### src/aesBlockPkg.sv
package aesBlockPkg;

    // ------------------------------------------------------------
    // AES-128 block geometry
    // ------------------------------------------------------------

    localparam int blockWidth = 128;

    // Rounds after the initial whitening
    localparam int numRounds = 10;

    // Plain bus for blocks and keys
    typedef logic [blockWidth-1:0] blockWord;

    // Round counter, 1 to numRounds while running
    typedef logic [3:0] roundIndex;

    // ------------------------------------------------------------
    // State views
    // ------------------------------------------------------------

    // Byte 0 and column 0 sit at the top of the word.
    // Byte 4*c + r is row r of column c
    typedef union packed {
        logic [0:15][7:0] bytes;
        logic [0:3][31:0] cols;
    } stateWord;

endpackage

### src/aesInputStage.sv
module aesInputStage (
    input  logic                  clk,
    input  logic                  rstN,
    input  logic                  inValid,
    output logic                  inReady,
    input  aesBlockPkg::blockWord plainText,
    input  aesBlockPkg::blockWord cipherKey,
    output logic                  stageValid,
    input  logic                  stageReady,
    output aesBlockPkg::blockWord stageState,
    output aesBlockPkg::blockWord stageKey
);

    logic                  full;
    aesBlockPkg::blockWord stateReg;
    aesBlockPkg::blockWord keyReg;
    logic                  accept;

    // Free slot, or the held block leaves this cycle
    assign inReady = !full || stageReady;
    assign accept  = inValid && inReady;

    always_ff @(posedge clk) begin
        if (!rstN) begin
            full <= 1'b0;
        end else if (accept) begin
            full <= 1'b1;
        end else if (stageReady) begin
            full <= 1'b0;
        end
    end

    // Initial AddRoundKey with the cipher key itself
    always_ff @(posedge clk) begin
        if (accept) begin
            stateReg <= plainText ^ cipherKey;
            keyReg   <= cipherKey;
        end
    end

    assign stageValid = full;
    assign stageState = stateReg;
    assign stageKey   = keyReg;

endmodule

### config.mk
export PLATFORM = sky130hd
export DESIGN_NAME = aesInputStage
export DESIGN_NICKNAME = d
export VERILOG_FILES = /design/src/aesBlockPkg.sv /design/src/aesInputStage.sv
export SDC_FILE = /design/constraint.sdc
export NUM_CORES = 1
export LEC_CHECK = 0
export BUFFER_PORTS_ARGS = -buffer_cell sky130_fd_sc_hd__buf_2
export CELL_PAD_IN_SITES_DETAIL_PLACEMENT = 0
export CELL_PAD_IN_SITES_GLOBAL_PLACEMENT = 1
export CORE_AREA = 2 2 200 202
export DETAILED_ROUTE_END_ITERATION = 10
export DIE_AREA = 0 0 202 204
export PLACE_DENSITY = 0.56
export SLEW_MARGIN = 30
export SYNTH_ARGS = -nofsm -noshare
export SYNTH_HDL_FRONTEND = slang
export SYNTH_SLANG_ARGS = --single-unit
### constraint.sdc
create_clock -name clk -period 2.8 [get_ports clk]
set_input_delay 0.42 -clock clk [delete_from_list [all_inputs] [get_ports clk]]
set_output_delay 0.42 -clock clk [all_outputs]
set_load 0.05 [all_outputs]
=== Yosys cells after proc, flatten, opt, wreduce, memory -nomap -nowiden ===
Index checks and enable logic that the tools add are counted.

* Output and inout bits: 258
* Bits of input ports: 260
* Bits in registers: 257

* Bitwise operators: 1
* Reductions and logical operators: 4
* Muxes and demuxes: 2

{| class="wikitable"
|+ Operators with widths
! operator !! number
|-
| $xor 128x128->128 || 1
|-
| $mux 1 || 2
|-
| $reduce_bool 2->1 || 1
|-
| $logic_and 1x1->1 || 1
|-
| $logic_not 1->1 || 1
|-
| $logic_or 1x1->1 || 1
|}

=== Logic depth before layout (Yosys ltp) ===
* Depth after elaboration: 4
* Gate-level depth with buffers: 2

=== Worst setup path before layout ===
Ideal clock, no wire load.

* Path type: reg2reg
* Start point: reg full, in the netlist stageValid
* End point: reg keyReg[0], in the netlist stageKey[0], enable pin
* Clock period less this slack: 3.031 ns
* Cell stages (with the launch flop): 3
* Path slack: -0.231 ns
* Required time: 2.359 ns
* Buffers on the path: 0
* Data arrival time: 2.590 ns
* Cells stage by stage: dfxtp_1 > nand2b_4 > and2_4

* Word-level cells in the longest chain between the ends: 3

{| class="wikitable"
|+ Ends and longest elaborated chain
! what !! line !! text
|-
| start: declaration || aesInputStage.sv:14 || <nowiki>logic full;</nowiki>
|-
| start signal: assignment || aesInputStage.sv:25 || <nowiki>full <= 1'b0;</nowiki>
|-
| start signal: assignment || aesInputStage.sv:27 || <nowiki>full <= 1'b1;</nowiki>
|-
| start signal: assignment || aesInputStage.sv:29 || <nowiki>full <= 1'b0;</nowiki>
|-
| $logic_not 1->1 || aesInputStage.sv:20 || <nowiki>assign inReady = !full || stageReady;</nowiki>
|-
| $logic_or 1x1->1 || aesInputStage.sv:20 ||
|-
| net inReady || aesInputStage.sv:5 || <nowiki>output logic inReady,</nowiki>
|-
| $logic_and 1x1->1 || aesInputStage.sv:21 || <nowiki>assign accept = inValid && inReady;</nowiki>
|-
| net accept || aesInputStage.sv:17 || <nowiki>logic accept;</nowiki>
|-
| end signal: assignment || aesInputStage.sv:37 || <nowiki>keyReg <= cipherKey;</nowiki>
|-
| end: declaration || aesInputStage.sv:16 || <nowiki>aesBlockPkg::blockWord keyReg;</nowiki>
|}

The timed path passes the listed nets, and every way through them passes these cells.
A chain may end at the register's enable or synchronous reset.

=== Final worst setup path ===
* Start point: reg keyReg[99], in the netlist stageKey[99]
* End point: out stageKey[99]

{| class="wikitable"
|+ RTL lines
! what !! line !! text
|-
| end: declaration || aesInputStage.sv:11 || <nowiki>output aesBlockPkg::blockWord stageKey</nowiki>
|}

No word-level cell between the ends.

==> results.cfg <==
[yosys]
syn_area_sq_um = 8866
ys_types = 7
yosys.area.top_type_share = 0.8671
netlist_instances = 389
synth_area_per_cell_sq_um = 22.79
synth_seq_cells = 257
ys_warn_count = 0
synth.area.top_cells = edfxtp_1 (87%), xor2_1 (13%), dfxtp_1 (0.23%), nand2b_4 (0.16%), a21boi_2 (0.13%)
syn_nets = 649
yosysTopAreaCell = edfxtp_1
synth_seq_area_share = 0.8693

[sta]
rsz0062_at_grt = no
clock.fmax_mhz = 612.9
tns_ns = 0
post-route-period-util = 0.5827
slew_headroom = 0.7062
hold_violations = 0
maxSlewViolCount = 0
worst_slew_pin_slew_ns = 0.4406
fin_crit_ns = 1.632
setup_viol = 0
fin_skew_ns = 0.008089

[global_routing]
met1_usage = 0.1260
busiest_layer = met2
use_met3 = 0.04082
grt_max_degree = 77
grt_use_met2 = 0.1938
antenna_found_initial = 4
grt_pass1_vias = 5734
grt_util_all_layers = 0.1114
grt_pass1_wl_um = 34690
grt_overflow = 0

[drt]
wl_per_cell_um = 16.47
drt-pass1-iter-count = 4
totalWireLength_um = 24680
vias = 5566
drc = 0
ant_nets = 0
drt_iter0_drc = 211
viasPerCell = 3.716

[worst_setup_path]
required_ns = 2.38
crit_path_max_incr_delay_ns = 0.38
cp.buffers_inverters = 1
cp_max_fo = 1
cp.arrival_ns = 1.21
critPathSlowestCell = edfxtp_1
end_kind = output pin
crit_family = flip-flops
crit_chain = buf_2
critPathKind = flip-flop to output pin
cp-start-kind = flip-flop

[die]
design.core.area_sq_um = 39180
pin_count = 518
die_w_um = 202
die_area_sq_um = 41210
die_y_um = 204
initial_utilization = 0.2263
rows = 73

[flow_run]
maxCapViolations = 0

[placed_design]
placed_cells = 1443
place.gp.congestion = 0.7799
portBuffers = 517
dp_hpwl_um = 19590

[hold_path]
hp-class = primary input to flip-flop

[final_layout]
final_core_util = 0.3359
finalNetCount = 1208
syn2layout_area_growth_pct = 48.43
fillers = 3932
drive_above_1_share = 0.5887
fin_cells = 1498

[power_and_ir_drop]
totalPowerFinal_mw = 9.924
leakagePower_nw = 5.602
p_per_area_nw_per_um2 = 754.1
ir_worst_vdd_mv = 0.4334

[clocking]
clkTransAtPathRegs_ns = 0.06
cts_tree = done
numCtsBuffers = 28
clk-insertion-delay-late_ns = 0.54
clock-sinks = 257
root_buffer = clkbuf_16
cts_buffer_depth = 3
post_cts_buffers = 0
ctsHoldBuffers = 0
htreeDepth = 1
cts.repair.resized = 0

[status]
outcome = finished, final reports clean
==> Yosys cell counts (all sizes together) <==
master,number
dfxtp,1
inv,1
edfxtp,256
and2,1
a21boi,1
xor2,128
nand2b,1
==> layout by cell type, fill, tap and decap left out <==
| master | n |
|---|---|
| a21boi_2 | 1 |
| and2_4 | 1 |
| buf_12 | 4 |
| buf_2 | 517 |
| buf_4 | 8 |
| bufinv_16 | 3 |
| clkbuf_1 | 5 |
| clkbuf_16 | 29 |
| clkinv_1 | 9 |
| clkinv_2 | 5 |
| clkinvlp_4 | 1 |
| dfxtp_2 | 1 |
| diode_2 | 3 |
| edfxtp_1 | 256 |
| inv_1 | 1 |
| nand2b_4 | 1 |
| xor2_1 | 128 |
==> layer usage <==
layer,vias to the layer above,wire [um]
met5,-,16
met3,41,2497
met2,283,12400
li1,2577,-
met1,2663,9146
met4,2,614
==> registers in the layout (all words and copies together) (netlist names) <==
signal	count
stageKey	128
stageState	128
stageValid	1
==> logic make-up after synthesis <==
kind of cell	synth area share
DFF	0.8693
xor gates and xnor gates	0.1264
and+or+nand+nor	0.002540
AOI/OAI and AO/OA	0.001270
buffers and inverters	0.0004230
==> final timing paths <==
check | start | endpoint | slack, ns | cells past startpoint
worst max-delay path | stageKey[99] | stageKey[99] | 1.17 | 1
worst min-delay path | cipherKey[46] | stageKey[46] | 0.07 | 1
worst max register to register | stageValid | stageState[30] | 1.21 | 4
worst min register to register | stageValid | stageValid | 0.49 | 2
==> area by class of cell <==
type / count / area, sq um / share of cell area
flip-flops and latches: 257 / 7709 / 0.5858
repair buffers: 529 / 2728 / 0.2073
multi-input cells: 131 / 1155 / 0.08775
clock buffers: 34 / 744.5 / 0.05657
well taps: 525 / 656.9 / 0.04991
clock inverters: 18 / 156.4 / 0.01188
diodes: 3 / 7.507 / 0.0005705
inverters: 1 / 3.754 / 0.0002852
==> power by group <==
group          switching, mW  internal [mW]  total, mW
Combinational           1.29          0.394       1.68
Clock                   1.45           2.15       3.60
Sequential            0.0630           4.58       4.64
Total                   2.80           7.12       9.92
==> stage by stage <==
stage	worst slack, ns	hold slack (ns)	cell area, sq um
finish	1.168	0.07234	13160
global route	1.104	0.03967	13160
CTS	1.105	0.03811	13150
detailed placement	0.9555	0.4808	12250
global placement	0.9607	0.4698	12250
floorplan	-0.1190	0.5189	8867
Note: power is estimated with default switching activity, not from simulation.
